$ cat src/tag_store_pkg.sv
// ====================
// Shared definitions for the LLC tag store
// Request mode encoding and the default configuration
// used by every module of the tag store
// ====================
`default_nettype none

package tag_store_pkg;

  // Request mode, one bit wide
  typedef enum logic {
    LOOKUP = 1'b0,
    FLUSH  = 1'b1
  } tag_mode_e;

  // Default set associativity
  localparam int unsigned DefNumWays    = 4;
  // Default lines per way
  localparam int unsigned DefNumLines   = 16;
  // Default tag width in bits
  localparam int unsigned DefTagWidth   = 8;
  // Default tag RAM read latency in cycles
  localparam int unsigned DefRamLatency = 1;

endpackage

`default_nettype wire

$ cat src/tag_ram.sv
// ====================
// Tag memory of a single way
// Stores {valid, dirty, tag} per line, read data comes out after
// RamLatency cycles together with a read-valid token
// ====================
`timescale 1ns/1ps
`default_nettype none

module tag_ram import tag_store_pkg::*; #(
  parameter int unsigned NumLines   = DefNumLines,
  parameter int unsigned TagWidth   = DefTagWidth,
  parameter int unsigned RamLatency = DefRamLatency,
  localparam int unsigned IdxW      = (NumLines > 1) ? $clog2(NumLines) : 1,
  localparam int unsigned EntryW    = TagWidth + 2
) (
  input  logic              clk_i,
  input  logic              rst_n_i,
  input  logic              req_i,
  input  logic              we_i,
  input  logic [IdxW-1:0]   index_i,
  input  logic [EntryW-1:0] wdata_i,
  output logic [EntryW-1:0] rdata_o,
  output logic              rvalid_o
);

  logic [EntryW-1:0]     mem_q [NumLines];
  logic [EntryW-1:0]     data_q [RamLatency];
  logic [RamLatency-1:0] tok_q;
  logic                  rd_en;

  // Only reads launch a token
  assign rd_en = req_i & ~we_i;

  // Storage array, all lines invalid after reset
  always_ff @(posedge clk_i or negedge rst_n_i) begin
    if (!rst_n_i) begin
      for (int i = 0; i < NumLines; i++) begin
        mem_q[i] <= '0;
      end
    end else if (req_i && we_i) begin
      mem_q[index_i] <= wdata_i;
    end
  end

  // Read pipeline, first stage holds until the next read
  always_ff @(posedge clk_i) begin
    if (rd_en) begin
      data_q[0] <= mem_q[index_i];
    end
    for (int i = 1; i < RamLatency; i++) begin
      data_q[i] <= data_q[i-1];
    end
  end

  // Token chain, matches the data pipeline depth
  always_ff @(posedge clk_i or negedge rst_n_i) begin
    if (!rst_n_i) begin
      tok_q <= '0;
    end else begin
      tok_q[0] <= rd_en;
      for (int i = 1; i < RamLatency; i++) begin
        tok_q[i] <= tok_q[i-1];
      end
    end
  end

  assign rdata_o  = data_q[RamLatency-1];
  assign rvalid_o = tok_q[RamLatency-1];

endmodule

`default_nettype wire

$ cat src/tag_compare.sv
// ====================
// Tag compare across all ways
// Builds hit, valid and dirty vectors from the RAM read data and
// muxes out the entry of one selected way
// ====================
`timescale 1ns/1ps
`default_nettype none

module tag_compare import tag_store_pkg::*; #(
  parameter int unsigned NumWays  = DefNumWays,
  parameter int unsigned TagWidth = DefTagWidth,
  localparam int unsigned EntryW  = TagWidth + 2
) (
  input  logic [NumWays-1:0][EntryW-1:0] rdata_i,
  input  logic [TagWidth-1:0]            lookup_tag_i,
  input  logic [NumWays-1:0]             way_mask_i,
  input  logic [NumWays-1:0]             sel_way_i,
  output logic [NumWays-1:0]             hit_o,
  output logic [NumWays-1:0]             valid_o,
  output logic [NumWays-1:0]             dirty_o,
  output logic [TagWidth-1:0]            sel_tag_o,
  output logic                           sel_valid_o,
  output logic                           sel_dirty_o
);

  logic [NumWays-1:0] tag_eq;

  // Entry layout is {valid, dirty, tag}
  for (genvar w = 0; w < NumWays; w++) begin : gen_way
    assign valid_o[w] = rdata_i[w][EntryW-1];
    assign dirty_o[w] = rdata_i[w][EntryW-2];
    assign tag_eq[w]  = (rdata_i[w][TagWidth-1:0] == lookup_tag_i);
    // Disabled or invalid ways never hit
    assign hit_o[w]   = way_mask_i[w] & valid_o[w] & tag_eq[w];
  end

  // One-hot mux, an empty select gives all zero
  always_comb begin
    sel_tag_o   = '0;
    sel_valid_o = 1'b0;
    sel_dirty_o = 1'b0;
    for (int w = 0; w < NumWays; w++) begin
      sel_tag_o   = sel_tag_o | ({TagWidth{sel_way_i[w]}} & rdata_i[w][TagWidth-1:0]);
      sel_valid_o = sel_valid_o | (sel_way_i[w] & valid_o[w]);
      sel_dirty_o = sel_dirty_o | (sel_way_i[w] & dirty_o[w]);
    end
  end

endmodule

`default_nettype wire

$ cat src/evict_select.sv
// ====================
// Victim way selection on a lookup miss
// Prefers free ways, otherwise rotates over the unlocked ways;
// the pointer advances on each committed miss
// ====================
`timescale 1ns/1ps
`default_nettype none

module evict_select import tag_store_pkg::*; #(
  parameter int unsigned NumWays = DefNumWays,
  localparam int unsigned PtrW   = (NumWays > 1) ? $clog2(NumWays) : 1
) (
  input  logic               clk_i,
  input  logic               rst_n_i,
  input  logic [NumWays-1:0] valid_i,
  input  logic [NumWays-1:0] dirty_i,
  input  logic [NumWays-1:0] spm_lock_i,
  input  logic [NumWays-1:0] way_mask_i,
  input  logic               commit_i,
  output logic [NumWays-1:0] way_o,
  output logic               evict_o
);

  logic [NumWays-1:0] cand;
  logic [NumWays-1:0] free;
  logic [PtrW-1:0]    ptr_q;
  logic [PtrW-1:0]    ptr_d;
  logic [PtrW-1:0]    victim_idx;
  logic               found;

  // Locked ways act as scratchpad and are never replaced
  assign cand = way_mask_i & ~spm_lock_i;
  assign free = cand & ~valid_i;

  always_comb begin
    int unsigned idx;
    victim_idx = '0;
    found      = 1'b0;
    idx        = 0;
    if (|free) begin
      // Lowest free candidate wins
      found = 1'b1;
      for (int i = NumWays - 1; i >= 0; i--) begin
        if (free[i]) begin
          victim_idx = PtrW'(i);
        end
      end
    end else begin
      // First candidate at or after the pointer
      for (int i = 0; i < NumWays; i++) begin
        idx = ptr_q + i;
        if (idx >= NumWays) begin
          idx = idx - NumWays;
        end
        if (!found && cand[idx]) begin
          found      = 1'b1;
          victim_idx = PtrW'(idx);
        end
      end
    end
  end

  assign way_o   = found ? (NumWays'(1) << victim_idx) : '0;
  // A free way has nothing to write back
  assign evict_o = found & ~(|free) & dirty_i[victim_idx];

  // Next pointer is the way after the victim
  assign ptr_d = (victim_idx == PtrW'(NumWays - 1)) ? '0 : victim_idx + PtrW'(1);

  always_ff @(posedge clk_i or negedge rst_n_i) begin
    if (!rst_n_i) begin
      ptr_q <= '0;
    end else if (commit_i && found) begin
      ptr_q <= ptr_d;
    end
  end

endmodule

`default_nettype wire

$ cat src/tag_store_ctrl.sv
// ====================
// Tag store controller
// Accepts one request at a time, issues the RAM reads, assembles the
// response and writes the updated entry back on the response handshake
// ====================
`timescale 1ns/1ps
`default_nettype none

module tag_store_ctrl import tag_store_pkg::*; #(
  parameter int unsigned NumWays  = DefNumWays,
  parameter int unsigned NumLines = DefNumLines,
  parameter int unsigned TagWidth = DefTagWidth,
  localparam int unsigned IdxW    = (NumLines > 1) ? $clog2(NumLines) : 1,
  localparam int unsigned EntryW  = TagWidth + 2
) (
  input  logic                clk_i,
  input  logic                rst_n_i,
  // Request side
  input  logic                valid_i,
  output logic                ready_o,
  input  tag_mode_e           mode_i,
  input  logic [NumWays-1:0]  way_mask_i,
  input  logic [IdxW-1:0]     index_i,
  input  logic [TagWidth-1:0] tag_i,
  input  logic                dirty_i,
  // Response side
  output logic                valid_o,
  input  logic                ready_i,
  output logic [NumWays-1:0]  way_o,
  output logic                hit_o,
  output logic                evict_o,
  output logic [TagWidth-1:0] evict_tag_o,
  // Tag RAM access
  output logic [NumWays-1:0]  ram_req_o,
  output logic [NumWays-1:0]  ram_we_o,
  output logic [IdxW-1:0]     ram_index_o,
  output logic [EntryW-1:0]   ram_wdata_o,
  input  logic [NumWays-1:0]  rvalid_i,
  // Compare and victim results
  input  logic [NumWays-1:0]  hit_i,
  input  logic                sel_valid_i,
  input  logic                sel_dirty_i,
  input  logic [TagWidth-1:0] sel_tag_i,
  input  logic [NumWays-1:0]  victim_way_i,
  input  logic                victim_evict_i,
  output logic [NumWays-1:0]  sel_way_o,
  output logic                commit_o,
  // Held request fields for the compare stage
  output logic [NumWays-1:0]  req_mask_o,
  output logic [TagWidth-1:0] req_tag_o
);

  logic                busy_q;
  logic                busy_d;
  logic                rvalid_q;
  logic                load;
  logic                rsp_hs;
  logic                is_hit;
  tag_mode_e           mode_q;
  logic [NumWays-1:0]  mask_q;
  logic [IdxW-1:0]     index_q;
  logic [TagWidth-1:0] tag_q;
  logic                dirty_q;

  // Response waits for the latched read-valid
  assign valid_o = busy_q & rvalid_q;
  assign rsp_hs  = valid_o & ready_i;
  assign is_hit  = (mode_q == LOOKUP) & (|hit_i);

  // Reported way that also selects the entry muxed by the compare stage
  always_comb begin
    if (mode_q == FLUSH) begin
      sel_way_o = mask_q;
    end else if (is_hit) begin
      sel_way_o = hit_i;
    end else begin
      sel_way_o = victim_way_i;
    end
  end

  assign way_o       = sel_way_o;
  assign hit_o       = is_hit;
  assign evict_o     = (mode_q == FLUSH) ? (sel_valid_i & sel_dirty_i)
                                         : (~is_hit & victim_evict_i);
  assign evict_tag_o = is_hit ? '0 : sel_tag_i;

  assign req_mask_o = mask_q;
  assign req_tag_o  = tag_q;

  // RAM requests, busy control and write-back
  always_comb begin
    ready_o     = 1'b0;
    load        = 1'b0;
    busy_d      = busy_q;
    commit_o    = 1'b0;
    ram_req_o   = '0;
    ram_we_o    = '0;
    ram_index_o = index_q;
    ram_wdata_o = '0;
    if (!busy_q) begin
      ready_o = 1'b1;
      if (valid_i) begin
        load        = 1'b1;
        busy_d      = 1'b1;
        ram_req_o   = way_mask_i;
        ram_index_o = index_i;
      end
    end else if (rsp_hs) begin
      busy_d = 1'b0;
      case (mode_q)
        LOOKUP: begin
          if (!is_hit) begin
            // Miss installs the new tag in the victim
            ram_req_o   = victim_way_i;
            ram_we_o    = victim_way_i;
            ram_wdata_o = {1'b1, dirty_q, tag_q};
            commit_o    = 1'b1;
          end else if (dirty_q && !sel_dirty_i) begin
            // Hit on a clean line that now becomes dirty
            ram_req_o   = hit_i;
            ram_we_o    = hit_i;
            ram_wdata_o = {1'b1, 1'b1, tag_q};
          end else if (valid_i && (mode_i == LOOKUP)) begin
            // Clean hit overlaps the next lookup
            ready_o     = 1'b1;
            load        = 1'b1;
            busy_d      = 1'b1;
            ram_req_o   = way_mask_i;
            ram_index_o = index_i;
          end
        end
        FLUSH: begin
          // Clear the flushed entry
          ram_req_o = mask_q;
          ram_we_o  = mask_q;
        end
      endcase
    end
  end

  always_ff @(posedge clk_i or negedge rst_n_i) begin
    if (!rst_n_i) begin
      busy_q   <= 1'b0;
      rvalid_q <= 1'b0;
      mode_q   <= LOOKUP;
    end else begin
      busy_q <= busy_d;
      // Read result stays valid until the response is taken
      if (rsp_hs) begin
        rvalid_q <= 1'b0;
      end else if (|rvalid_i) begin
        rvalid_q <= 1'b1;
      end
      if (load) begin
        mode_q <= mode_i;
      end
    end
  end

  // Request payload
  always_ff @(posedge clk_i) begin
    if (load) begin
      mask_q  <= way_mask_i;
      index_q <= index_i;
      tag_q   <= tag_i;
      dirty_q <= dirty_i;
    end
  end

endmodule

`default_nettype wire

$ cat src/tag_store.sv
// ====================
// LLC tag store top level
// Lookup and flush requests in, one response per request out,
// both over valid/ready; spm_lock_i keeps ways out of replacement
// ====================
`timescale 1ns/1ps
`default_nettype none

module tag_store import tag_store_pkg::*; #(
  parameter int unsigned NumWays    = DefNumWays,
  parameter int unsigned NumLines   = DefNumLines,
  parameter int unsigned TagWidth   = DefTagWidth,
  parameter int unsigned RamLatency = DefRamLatency,
  localparam int unsigned IdxW      = (NumLines > 1) ? $clog2(NumLines) : 1,
  localparam int unsigned EntryW    = TagWidth + 2
) (
  input  logic                clk_i,
  input  logic                rst_n_i,
  input  logic                valid_i,
  output logic                ready_o,
  input  tag_mode_e           mode_i,
  input  logic [NumWays-1:0]  way_mask_i,
  input  logic [IdxW-1:0]     index_i,
  input  logic [TagWidth-1:0] tag_i,
  input  logic                dirty_i,
  input  logic [NumWays-1:0]  spm_lock_i,
  output logic                valid_o,
  input  logic                ready_i,
  output logic [NumWays-1:0]  way_o,
  output logic                hit_o,
  output logic                evict_o,
  output logic [TagWidth-1:0] evict_tag_o
);

  logic [NumWays-1:0]             ram_req;
  logic [NumWays-1:0]             ram_we;
  logic [IdxW-1:0]                ram_index;
  logic [EntryW-1:0]              ram_wdata;
  logic [NumWays-1:0][EntryW-1:0] ram_rdata;
  logic [NumWays-1:0]             ram_rvalid;
  logic [NumWays-1:0]             hit;
  logic [NumWays-1:0]             tag_valid;
  logic [NumWays-1:0]             tag_dirty;
  logic [NumWays-1:0]             sel_way;
  logic [TagWidth-1:0]            sel_tag;
  logic                           sel_valid;
  logic                           sel_dirty;
  logic [NumWays-1:0]             victim_way;
  logic                           victim_evict;
  logic                           commit;
  logic [NumWays-1:0]             req_mask;
  logic [TagWidth-1:0]            req_tag;

  tag_store_ctrl #(
    .NumWays  (NumWays),
    .NumLines (NumLines),
    .TagWidth (TagWidth)
  ) u_ctrl (
    .clk_i          (clk_i),
    .rst_n_i        (rst_n_i),
    .valid_i        (valid_i),
    .ready_o        (ready_o),
    .mode_i         (mode_i),
    .way_mask_i     (way_mask_i),
    .index_i        (index_i),
    .tag_i          (tag_i),
    .dirty_i        (dirty_i),
    .valid_o        (valid_o),
    .ready_i        (ready_i),
    .way_o          (way_o),
    .hit_o          (hit_o),
    .evict_o        (evict_o),
    .evict_tag_o    (evict_tag_o),
    .ram_req_o      (ram_req),
    .ram_we_o       (ram_we),
    .ram_index_o    (ram_index),
    .ram_wdata_o    (ram_wdata),
    .rvalid_i       (ram_rvalid),
    .hit_i          (hit),
    .sel_valid_i    (sel_valid),
    .sel_dirty_i    (sel_dirty),
    .sel_tag_i      (sel_tag),
    .victim_way_i   (victim_way),
    .victim_evict_i (victim_evict),
    .sel_way_o      (sel_way),
    .commit_o       (commit),
    .req_mask_o     (req_mask),
    .req_tag_o      (req_tag)
  );

  // One tag memory per way, sharing index and write data
  for (genvar w = 0; w < NumWays; w++) begin : gen_ram
    tag_ram #(
      .NumLines   (NumLines),
      .TagWidth   (TagWidth),
      .RamLatency (RamLatency)
    ) u_tag_ram (
      .clk_i    (clk_i),
      .rst_n_i  (rst_n_i),
      .req_i    (ram_req[w]),
      .we_i     (ram_we[w]),
      .index_i  (ram_index),
      .wdata_i  (ram_wdata),
      .rdata_o  (ram_rdata[w]),
      .rvalid_o (ram_rvalid[w])
    );
  end

  tag_compare #(
    .NumWays  (NumWays),
    .TagWidth (TagWidth)
  ) u_compare (
    .rdata_i      (ram_rdata),
    .lookup_tag_i (req_tag),
    .way_mask_i   (req_mask),
    .sel_way_i    (sel_way),
    .hit_o        (hit),
    .valid_o      (tag_valid),
    .dirty_o      (tag_dirty),
    .sel_tag_o    (sel_tag),
    .sel_valid_o  (sel_valid),
    .sel_dirty_o  (sel_dirty)
  );

  evict_select #(
    .NumWays (NumWays)
  ) u_evict (
    .clk_i      (clk_i),
    .rst_n_i    (rst_n_i),
    .valid_i    (tag_valid),
    .dirty_i    (tag_dirty),
    .spm_lock_i (spm_lock_i),
    .way_mask_i (req_mask),
    .commit_i   (commit),
    .way_o      (victim_way),
    .evict_o    (victim_evict)
  );

endmodule

`default_nettype wire

$ cat config.mk
export PLATFORM = sky130hd
export DESIGN_NAME = tag_store
export DESIGN_NICKNAME = d
export VERILOG_FILES = /design/src/tag_store_pkg.sv /design/src/tag_ram.sv /design/src/tag_compare.sv /design/src/evict_select.sv /design/src/tag_store_ctrl.sv /design/src/tag_store.sv
export SDC_FILE = /design/constraint.sdc
export NUM_CORES = 1
export LEC_CHECK = 0
export BUFFER_PORTS_ARGS = -buffer_cell sky130_fd_sc_hd__buf_2
export CORE_MARGIN = 4
export CORE_UTILIZATION = 45
export DETAILED_ROUTE_END_ITERATION = 12
export PLACE_DENSITY = 0.65
export SYNTH_ARGS = -nofsm -noshare
export SYNTH_HDL_FRONTEND = slang
export SYNTH_SLANG_ARGS = --single-unit
$ cat constraint.sdc
create_clock -name clk_i -period 5.15 [get_ports clk_i]
set_clock_uncertainty 0.05 [all_clocks]
set_input_delay 0.515 -clock clk_i [delete_from_list [all_inputs] [get_ports clk_i]]
set_output_delay 0.515 -clock clk_i [all_outputs]
set_load 0.02 [all_outputs]
Yosys cells after proc, flatten, opt, wreduce, memory -nomap -nowiden. Memories as Yosys holds them, arrays and structs flattened. Index checks and enable logic that the tools add are counted.

$add $sub $neg: 8. $lt $le $gt $ge: 11. Eq/ne operators: 5. Shift operators: 1. Multiplexer cells: 107. Bitwise logic cells: 53. Reductions and logical operators: 19.

Operators with widths (count): $bwmux W160 (4); $mux W32 (8); $bmux W10 S4 (4); $mux W10 (14); $lt A32 B3 Y1 const B (4); $ge A32 B3 Y1 const B (3); $sub A32 B3 Y32 const B (3); $mux W4 (20); $demux W10 S4 (1); $mux W1 (38); $and A8 B8 Y8 (4); $eq A8 B8 Y1 (4); $and A1 B1 Y1 (27); $or A8 B8 Y8 (3); $mux W2 (10); $pmux W4 S2 (2); $reduce_or A4 Y1 (3); $logic_and A1 B1 Y1 (11); $bmux W1 S2 (5); $and A4 B4 Y4 (2); $mux W8 (1); $not A1 Y1 (8); $not A4 Y4 (2); $add A2 B2 Y3 const B (2); other kinds (13) (21).

Flip-flop bits (word level): 666. Memory bits (writable): 40. Input port bits: 26. Output and inout bits: 16. Memories: 4.

Memories: gen_ram[0].u_tag_ram.data_q (depth 1, width 10, rd ports 1, clocked after memory_dff 0, write ports 1, line tag_ram.sv:27) `logic [EntryW-1:0] data_q [RamLatency];`; gen_ram[1].u_tag_ram.data_q (depth 1, width 10, rd ports 1, clocked after memory_dff 0, write ports 1, line tag_ram.sv:27); gen_ram[2].u_tag_ram.data_q (depth 1, width 10, rd ports 1, clocked after memory_dff 0, write ports 1, line tag_ram.sv:27); gen_ram[3].u_tag_ram.data_q (depth 1, width 10, rd ports 1, clocked after memory_dff 0, write ports 1, line tag_ram.sv:27).

Logic depth before layout (Yosys ltp). Gate-level depths: netlist of run 1.

Depth in word-level cells: 42. Mapped depth: 22. Gate-level depth less buffers: 18.

Modules after synthesis. From an unflattened synthesis of run 1, not the netlist that was laid out.

Cell total of the unflattened synthesis: 2109. Area total of the unflattened synthesis: 32705.1 um2.

Modules (own cells, without submodules): tag_ram (times used 4, cells an instance 456, area an instance 7539.7 um2, sequential area each 4329.2 um2); tag_store_ctrl (times used 1, cells an instance 132, area an instance 1318.8 um2, sequential area each 585.6 um2); tag_compare (times used 1, cells an instance 98, area an instance 729.4 um2, sequential area each 0.0 um2); evict_select (times used 1, cells an instance 55, area an instance 498.0 um2, sequential area each 50.0 um2).

Worst setup path before layout of run 1. Ideal clock, no wire load.

Kind: input to register. From: input port spm_lock_i[1]. To: memory gen_ram[0].u_tag_ram.data_q[0][6] (netlist name), data pin. Setup time: 0.267 ns. Arrival: 4.403 ns. Setup slack: 0.429 ns. Stages on the path: 19. Path buffers: 2. Cells stage by stage: nor2b_1 nor2b_1 nor2_1 o221ai_1 a221oi_1 a2111oi_0 inv_1 ha_1 a22oi_1 nor4_1 o21a_1 o21ai_4 o31a_1 and2_1 buf_2 clkbuf_1 mux2_2 a22oi_1 nand4_1.

Longest elaborated chain between the ends: 37. Elaborated cells between the ends (all ways): 55. Classes of those cells: shift (1); mux (34); bitwise (11); reduce/logical (9).

RTL lines: start, declared (line tag_store.sv:26) `input logic [NumWays-1:0] spm_lock_i,`; $not A4 Y4 (*) (line evict_select.sv:32) `assign cand = way_mask_i & ~spm_lock_i;`; $and A4 B4 Y4 (*) (line evict_select.sv:32); $bmux W1 S2 (line evict_select.sv:55) `if (!found && cand[idx]) begin`; $mux W1 (not written as such) (line evict_select.sv:55); $mux W1 (line evict_select.sv:55); $mux W1 (line evict_select.sv:40) `if (|free) begin`; $logic_not A1 Y1 (line evict_select.sv:55); $logic_and A1 B1 Y1 (line evict_select.sv:55); [... 20 more ...]; $mux W4 (*) (line tag_store_ctrl.sv:118) `end else if (dirty_q && !sel_dirty_i) begin`; $mux W4 (*) (line tag_store_ctrl.sv:112) `if (!is_hit) begin`; $mux W4 (*) (line tag_store_ctrl.sv:110) `case (mode_q)`; $mux W4 (*) (line tag_store_ctrl.sv:108) `end else if (rsp_hs) begin`; $mux W4 (*) (line tag_store_ctrl.sv:100) `if (!busy_q) begin`; $not A4 Y5 (not written as such) (*) (line tag_ram.sv:48) `data_q[0] <= mem_q[index_i];`; $bmux W10 S4 (*) (line tag_ram.sv:48); $mux W10 (not written as such) (*) (2 in a row) (line tag_ram.sv:48); end, declared (line tag_ram.sv:27).

Every way passes the cells marked *; elsewhere a longest branch is shown, timed or not. The select of a mux whose other input is x is not followed.

Worst setup path after layout of run 1.
From: register u_ctrl.mask_q[0] (netlist: u_ctrl.req_mask_o[0]). To: output port evict_tag_o[1].

Longest elaborated chain between the ends: 26. Elaborated cells between the ends (all ways): 47. Classes of those cells: shift (1); mux (26); bitwise (12); reduce/logical (8).

RTL lines: start, declared (line tag_store_ctrl.sv:60) `logic [NumWays-1:0] mask_q;`; start signal, assigned (line tag_store_ctrl.sv:163) `mask_q <= way_mask_i;`; $and A4 B4 Y4 (line evict_select.sv:32); $bmux W1 S2 (line evict_select.sv:55); $mux W1 (not written as such) (line evict_select.sv:55); $mux W1 (line evict_select.sv:55); $mux W1 (line evict_select.sv:40); $logic_not A1 Y1 (line evict_select.sv:55); $logic_and A1 B1 Y1 (line evict_select.sv:55); $mux W1 (line evict_select.sv:55); [... 8 more ...]; $mux W2 (line evict_select.sv:40); $shl A1 B2 Y4 (line evict_select.sv:63) `assign way_o = found ? (NumWays'(1) << victim_idx) : '0;`; $mux W4 (line evict_select.sv:63); $mux W4 (line tag_store_ctrl.sv:74) `end else if (is_hit) begin`; $mux W4 (line tag_store_ctrl.sv:72) `if (mode_q == FLUSH) begin`; $and A8 B8 Y8 (line tag_compare.sv:43) `sel_tag_o = sel_tag_o | ({TagWidth{sel_way_i[w]}} & rdata_i[w][TagWidth-1:0]);`; $or A8 B8 Y8 (3 in a row) (line tag_compare.sv:43); $mux W8 (*) (line tag_store_ctrl.sv:85) `assign evict_tag_o = is_hit ? '0 : sel_tag_i;`; end, declared (line tag_store.sv:32) `output logic [TagWidth-1:0] evict_tag_o`.

Marks and branches as above.

==> key figures, run 1 <==
Worst setup path
  • Crit Reg-Reg Endpoint: gen_ram[1].u_tag_ram.data_q[0][1]$_DFFE_PP_
  • Critical Path RT: roughly 4.6 ns
  • Kind of end point of the critical path: primary output
  • Critical path fanouts, max: 15
  • Crit path kind: flip-flop to primary output
  • R2r worst-path depth: 20
  • Setup crit start kind: flip-flop
  • Flop2flop setup slack: between 0.2 and 0.3 ns
  • CP arrival: 4.40 ns
  • Worst reg2reg startpoint: u_ctrl.req_mask_o[0]$_DFFE_PP_

Timing
  • Relative slew slack: 0.383
  • Minimum clock period: roughly 5 ns
  • Hold_ws: 0.0258 ns
  • RSZ-0062 raised after global routing: false
  • Fin crit share: 0.965
  • Fmax: 201 MHz
  • Worst-Margin Slew: between 0.9 and 1 ns
  • Setup ws final: 0.180 ns
  • Count of final hold-check violations: 0
  • TNS Setup: 0 ns
  • Final setup fails: 0
  • Slew Viols, Final: 0

Hold path
  • Hold WC Path Type: primary input to flip-flop
  • Hold endpoint: u_ctrl.req_tag_o[0]$_DFFE_PP_
  • Worst hold path startpoint: tag_i[0]
  • Worst Hold Depth: 1

Global route
  • Vias in the first global route: between 20k and 25k
  • GR Util All Layers: 0.245
  • Initial antenna violation count: 5
  • Pin count of the biggest net entering global routing: 158
  • First-pass GRT wire length: 149,000 um
  • Gr ovfl total: 0

Yosys
  • Synth top area share: 0.501
  • Yosys warns: 0
  • Seq/Total Area, Yosys: 0.554
  • Net Count, Synth: roughly 3.6k
  • Synthesized cell area: around 0.032 mm2
  • Cell taking the most area after synthesis: dfrtp_1
  • Post-synth EDFFs: between 50 and 60
  • Avg Inst Size Synth: between 9 and 10 um2
  • Post-synthesis sequential element count: between 700 and 800
  • Syn Inst Count: ~3.6k
  • Ys flop type: dfrtp_1
  • Post-synth top cells: nand2_1 (1,088), dfrtp_1 (649), o21ai_0 (475), a21oi_1 (256), clkbuf_1 (230)
  • Synth async-reset ratio: 0.919
  • Dominant cell by count in the synthesized netlist: nand2_1
  • Distinct cells, synth: 58
  • Area contributors post-synth: dfrtp_1 (50%), nand2_1 (13%), o21ai_0 (7.3%)

Place
  • Pre-CTS setup slack: -0.00502 ns
  • Detailed Place HPWL: 61,500 um
  • Buffers on Ports: 41
  • GP Congestion: just over 0.9

Clocking
  • CTS Root Cell: clkbuf_16
  • CTS buffer count: between 70 and 80
  • Max H-tree Level: 3
  • Skew-Pair Late Insertion Delay: 0.63 ns
  • TritonCTS Sinks: 706
  • CTS max path bufs: 3
  • CTS tree: yes
  • Clk slew on worst S/H paths: 0.06 ns

Floorplanning
  • Ports: 42
  • Initial core utilization: 0.453
  • Core Region: ~0.07 mm2
  • DIE AREA: about 0.076 mm2
  • Row count: between 90 and 100
  • Die Y: roughly 280 um
  • Width of the die: ~280 um

Power
  • Pleak: 0.0154 uW
  • VDD IR max: about 0.38 mV
  • Pwr Total: 16,400 uW
  • Pwr dens: 448 mW/mm2

Routing
  • Drt wl/cell: between 20 and 25 um
  • Vias per cell: around 5.6
  • DRC errors left: 0
  • First-pass detailed-route iteration total: 6
  • Drt first-iter violations: between 2k and 3k
  • Via count: 25.5k
  • Post-route ant nets: 0
  • WL final: 94,700 um

Outcome
  • Status: complete, no violations

Final layout
  • Fraction of layout cells with a size suffix above 1: 0.146
  • Nets@finish: 3,551
  • Synthesis-to-finish area growth: 12.9%

Job
  • Max Cap Violations: 0
critical path, stage by stage (launching register included):
cell and delay, ns:
edfxtp_1 0.50, nand2b_1 0.22, nor2_1 0.09, nor2_1 0.15
o221ai_1 0.17, a221oi_1 0.24, a2111oi_1 0.12, buf_4 0.17
inv_1 0.11, ha_1 0.21, a311oi_2 0.14, a21oi_2 0.67
buf_4 0.36, a222oi_1 0.16, a21oi_1 0.27, buf_2 0.22
report_power, final:
part	internal (uW)	switching, uW
sequential	6180	390
combinational	1320	3220
clock	3050	2220
metal layers:
metal | GRT usage | up-vias | wire, um
met1 | 0.361 | 12395 | 43500
met5 | 0 | - | 0
met4 | 0.0764 | 0 | 2660
li1 | - | 12080 | -
met2 | 0.373 | 881 | 42000
met3 | 0.0425 | 170 | 6430
cells by family after synthesis:
logic type,count (synthesis),synth area share
AO/OA/AOI/OAI,1028,0.167
XOR/XNOR,31,0.00838
adder cells (fa/ha/maj),5,0.00185
buffers and inverters,350,0.0446
flip-flops,706,0.554
multiplexers,165,0.0573
AND/OR/NAND/NOR,1282,0.167
state kept, by name (all words and copies together), names as in the netlist:
register,flops
gen_ram.u_tag_ram.data_q,40
gen_ram.u_tag_ram.mem_q,640
gen_ram.u_tag_ram.rvalid_o,4
u_ctrl.busy_q,1
u_ctrl.dirty_q,1
u_ctrl.index_q,4
u_ctrl.mode_q,1
u_ctrl.req_mask_o,4
u_ctrl.req_tag_o,8
u_ctrl.rvalid_q,1
u_evict.ptr_q,2
through the flow:
step | instances | utilization | cell area (um2)
after floorplan | 3567 | - | 32400
after global placement | 4394 | 0.477 | 34100
after detailed placement | 4394 | 0.477 | 34100
after CTS | 4522 | 0.511 | 36500
after global routing | 4523 | 0.511 | 36600
final | 4525 | 0.512 | 36600
cell usage in the layout (no fill, tap or decap), types with 3 or more instances in the layout:
| master | netlist | final |
|---|---|---|
| inv_1 | 18 | 18 |
| buf_2 | 70 | 40 |
| nor2_1 | 16 | 15 |
| nand2_1 | 1088 | 1078 |
| mux2i_4 | 1 | 3 |
| nand2_4 | 6 | 7 |
| a22oi_1 | 41 | 41 |
| clkbuf_16 | 0 | 76 |
| nor2b_1 | 6 | 5 |
| nand3_1 | 9 | 7 |
| nand4_1 | 97 | 97 |
| xnor2_1 | 22 | 22 |
| a21oi_1 | 256 | 255 |
| ha_1 | 4 | 4 |
| clkbuf_1 | 230 | 12 |
| dfrtp_1 | 649 | 649 |
| a31oi_1 | 3 | 3 |
| clkinv_2 | 0 | 10 |
| nor3_1 | 9 | 8 |
| o21ai_0 | 475 | 474 |
| mux2i_1 | 10 | 8 |
| nand2_2 | 0 | 9 |
| and3_1 | 11 | 10 |
| a222oi_1 | 9 | 9 |
| edfxtp_1 | 57 | 57 |
| o21ai_1 | 221 | 220 |
| mux2_2 | 152 | 152 |
| clkbuf_8 | 0 | 24 |
| buf_4 | 2 | 142 |
| xor2_1 | 9 | 9 |
| and2_1 | 8 | 7 |
| nor2_8 | 9 | 9 |
| nand2b_1 | 9 | 9 |
| o31a_1 | 3 | 3 |
| buf_12 | 0 | 27 |
| nor4_1 | 5 | 5 |
worst max-delay path by stage:
stage,start,slack (ns),to
2_1_floorplan,spm_lock_i[1],0.43,gen_ram[0].u_tag_ram.data_q[0][6]$_DFFE_PP_
3_3_place_gp,spm_lock_i[1],0.08,gen_ram[1].u_tag_ram.data_q[0][1]$_DFFE_PP_
3_5_place_dp,spm_lock_i[1],-0.005,gen_ram[1].u_tag_ram.data_q[0][0]$_DFFE_PP_
4_1_cts,u_ctrl.req_mask_o[1]$_DFFE_PP_,0.14,gen_ram[1].u_tag_ram.data_q[0][0]$_DFFE_PP_
5_1_grt,u_ctrl.req_mask_o[0]$_DFFE_PP_,0.03,gen_ram[1].u_tag_ram.data_q[0][0]$_DFFE_PP_
6_report,u_ctrl.req_mask_o[0]$_DFFE_PP_,0.18,evict_tag_o[1]
area by class of cell:
cell class	instances	area (um2)
timing repair buffer	211	1830
tap	950	1190
sequential	706	18000
inverter	18	67.6
clock inverter	15	120
clock buffer	112	2280
multi-input combinational	2511	13100
antenna	2	5.00
fill	6485	34900
what timing repair did:
| item | 4_1_cts | 5_1_grt |
|---|---|---|
| endpoints found under the hold margin | 54 | 0 |
| resized for setup | 0 | 6 |
| hold buffers | 1 | 0 |
| setup endpoints to repair | 0 | 174 |
| buffers inserted | 0 | 1 |
Power figures use the tool's default switching activity.
==> run 2: changes to the inputs <==
--- a/config.mk
+++ b/config.mk
@@ -9,7 +9,8 @@
 export CORE_MARGIN = 4
 export CORE_UTILIZATION = 45
 export DETAILED_ROUTE_END_ITERATION = 12
-export PLACE_DENSITY = 0.65
+export GPL_TIMING_DRIVEN = 0
+export PLACE_DENSITY_LB_ADDON = 0.05
 export SYNTH_ARGS = -nofsm -noshare
 export SYNTH_HDL_FRONTEND = slang
 export SYNTH_SLANG_ARGS = --single-unit
==> run 2 against run 1 <==
  * Clock-buffer cell count rose by 7
  * Sequential share of layout area fell by 1.3 points
  * Hold slack got worse by 0.0028 ns
  * Critical path type is now flip-flop to flip-flop
  * Critical endpoint is now gen_ram[0].u_tag_ram.data_q[0][9]$_DFFE_PP_
  * Largest cell class unchanged
==> key figures, run 2 (synthesized netlist as in run 1, its figures left out) <==
Worst setup path
  • Critical Path RT: 5.33 ns (+0.74 ns)
  • Crit path kind: flip-flop to flip-flop
  • R2r worst-path depth: 18 (-10%)
  • Kind of end point of the critical path: flip-flop
  • Setup crit start kind: flip-flop
  • CP arrival: 5.32 ns (+0.92 ns)
  • Critical path fanouts, max: 7 (-8)

Clocking
  • Clk slew on worst S/H paths: 0.06 ns (about the same)
  • CTS tree: yes
  • Max H-tree Level: 3 (unchanged)
  • Skew-Pair Late Insertion Delay: 0.64 ns (about the same)
  • CTS Root Cell: clkbuf_16
  • CTS buffer count: 81 (+11%)
  • TritonCTS Sinks: 706 (unchanged)
  • CTS max path bufs: 3 (unchanged)

Timing
  • Final setup fails: 0 (unchanged)
  • Minimum clock period: 5.14 ns (+0.174 ns)
  • Relative slew slack: 0.0235 (-0.360)
  • RSZ-0062 raised after global routing: true
  • Slew Viols, Final: 0 (unchanged)
  • Fmax: 194 MHz (-3.4%)
  • Count of final hold-check violations: 0 (unchanged)
  • Fin crit share: 0.999 (+0.0338)
  • Worst-Margin Slew: 1.46 ns (+0.539 ns)

Power
  • Pwr Total: 18,300 uW (+12%)
  • VDD IR max: 0.306 mV (-20%)
  • Pwr dens: 489 mW/mm2 (+9.2%)
  • Pleak: 0.0157 uW (+2.1%)

Routing
  • DRC errors left: 0 (unchanged)
  • Drt wl/cell: 28.6 um (+37%)
  • Post-route ant nets: 0 (unchanged)
  • Vias per cell: 6.09 (+7.9%)
  • WL final: 136,000 um (+43%)
  • First-pass detailed-route iteration total: 8 (+2)
  • Drt first-iter violations: 3,283 (+17%)
  • Via count: 28.9k (+13%)

Place
  • Buffers on Ports: 41 (unchanged)
  • Cell Area, Placed: 0.0340 mm2 (-0.48%)
  • Detailed Place HPWL: 95,800 um (+56%)
  • Placed Cells: 4,564 (+3.9%)
  • GP Congestion: 1.00 (+7.3%)

Global route
  • Gr ovfl total: 0 (unchanged)
  • Pin count of the biggest net entering global routing: 129 (-18%)
  • First-pass GRT wire length: 195,000 um (+30%)
  • Initial antenna violation count: 15 (+10)
  • Vias in the first global route: 27.7k (+12%)
  • GR Util All Layers: 0.348 (+0.102)

Final layout
  • Largest register by flop count: gen_ram.u_tag_ram.mem_q
  • Max reg flops: 640 (unchanged)
  • Fraction of layout cells with a size suffix above 1: 0.152 (+0.00544)
  • Final std cell area, no fill: 0.0375 mm2 (+2.7%)
  • Nets@finish: 3,758 (+5.8%)
  • Synthesis-to-finish area growth: 15.9%
  • Commonest non-fill, non-tap cell in the layout: nand2_1
  • Cell Count, Final, Fillers Out: 4,748 (+4.9%)
  • Commonest cells after routing, fill and taps aside: nand2_1 (1,086), dfrtp_1 (649), o21ai_0 (465)

Floorplanning
  • Core Region: 0.0715 mm2 (unchanged)
  • Die Y: 276 um (unchanged)
  • Row count: 98 (unchanged)
  • Ports: 42 (unchanged)
  • DIE AREA: 0.0764 mm2 (unchanged)
  • Initial core utilization: 0.453 (unchanged)
  • Width of the die: 276 um (unchanged)

Hold path
  • Worst Hold Depth: 1 (unchanged)
  • Hold WC Path Type: primary input to flip-flop

Outcome
  • Status: complete, no violations

Job
  • Max Cap Violations: 0 (unchanged)
## run 2: cell count changes in the layout (fill, tap and decap cells not counted), sizes merged, moves of 2 or more
cell / before / now
buf: 210 / 181
bufinv: 0 / 5
clkbuf: 112 / 340
clkinv: 12 / 17
clkinvlp: 0 / 4
diode: 2 / 4
dlygate4sd3: 1 / 7
## run 2: per-layer routing
metal | up-vias | wire length (um) | track usage
met4 | 14 | 7410 | 0.166
met5 | - | 76 | 0
li1 | 12469 | - | -
met1 | 14483 | 55700 | 0.479
met3 | 335 | 14300 | 0.0948
met2 | 1604 | 58300 | 0.511
## run 2: per-stage QoR
stage	hold slack (ns)	worst slack [ns]	setup TNS (ns)	util
6_report	0.0230	0.00596	0	0.525
5_1_grt	0.0161	-0.0525	-0.401	0.525
4_1_cts	0.00526	-0.0143	-0.0144	0.521
3_5_place_dp	0.415	-1.85	-523.82	0.475
3_3_place_gp	0.406	-9.95	-7294.54	0.473
2_1_floorplan	0.169	0.429	0	-
## run 2: what timing repair did
item                       CTS  global route
hold buffers                 7             0
setup endpoints to repair  703           472
setup buffers               15            16
pin swaps                   14            19
cloned                       1             0
gates resized for setup    141            51
hold endpoints to repair    85             0
## run 2: power breakdown
| group | switching (uW) | internal [uW] | leakage (uW) | total [uW] |
|---|---|---|---|---|
| Clock | 2450 | 3590 | 0.00137 | 6040 |
| Combinational | 4440 | 1320 | 0.00484 | 5760 |
| Sequential | 367 | 6180 | 0.00953 | 6540 |
| Total | 7260 | 11100 | 0.0157 | 18300 |
## run 2: worst max-delay path, cell delays in order, from the launching register on
cell	delay [ns]
edfxtp_1	0.48
nand2b_4	0.10
buf_4	0.15
o221ai_4	0.21
a221oi_4	0.06
a2111oi_4	0.43
ha_2	0.30
a22oi_2	0.06
nor4_1	0.28
o21a_2	0.24
o21ai_4	0.09
o211ai_1	0.28
and2_4	0.28
buf_12	0.14
buf_12	0.14
buf_4	0.11
mux2_2	0.33
a22oi_2	0.49
nand4_1	0.50
## run 2: final timing paths
path | from | end | slack [ns]
max in group asynchronous | rst_n_i | gen_ram[2].u_tag_ram.mem_q[64]$_DFFE_PN0P_ | 2.95
max reg2reg | u_ctrl.req_mask_o[2]$_DFFE_PP_ | gen_ram[0].u_tag_ram.data_q[0][9]$_DFFE_PP_ | 0.006
max | u_ctrl.req_mask_o[2]$_DFFE_PP_ | gen_ram[0].u_tag_ram.data_q[0][9]$_DFFE_PP_ | 0.006
min in group asynchronous | rst_n_i | gen_ram[0].u_tag_ram.mem_q[29]$_DFFE_PN0P_ | 0.43
min | dirty_i | u_ctrl.dirty_q$_DFFE_PP_ | 0.02
min reg2reg | gen_ram[0].u_tag_ram.mem_q[2]$_DFFE_PN0P_ | gen_ram[0].u_tag_ram.mem_q[2]$_DFFE_PN0P_ | 0.42
## run 2: layout make-up
| type | instances | area, um2 |
|---|---|---|
| Sequential cell | 706 | 18000 |
| Clock buffer | 119 | 2480 |
| Buffer | 325 | 1550 |
| Antenna cell | 4 | 10.0 |
| Inverter | 18 | 67.6 |
| Timing Repair Buffer | 84 | 672 |
| Clock inverter | 30 | 305 |
| Tap cell | 950 | 1190 |
| Fill cell | 6634 | 33900 |
| Multi-Input combinational cell | 2512 | 13300 |
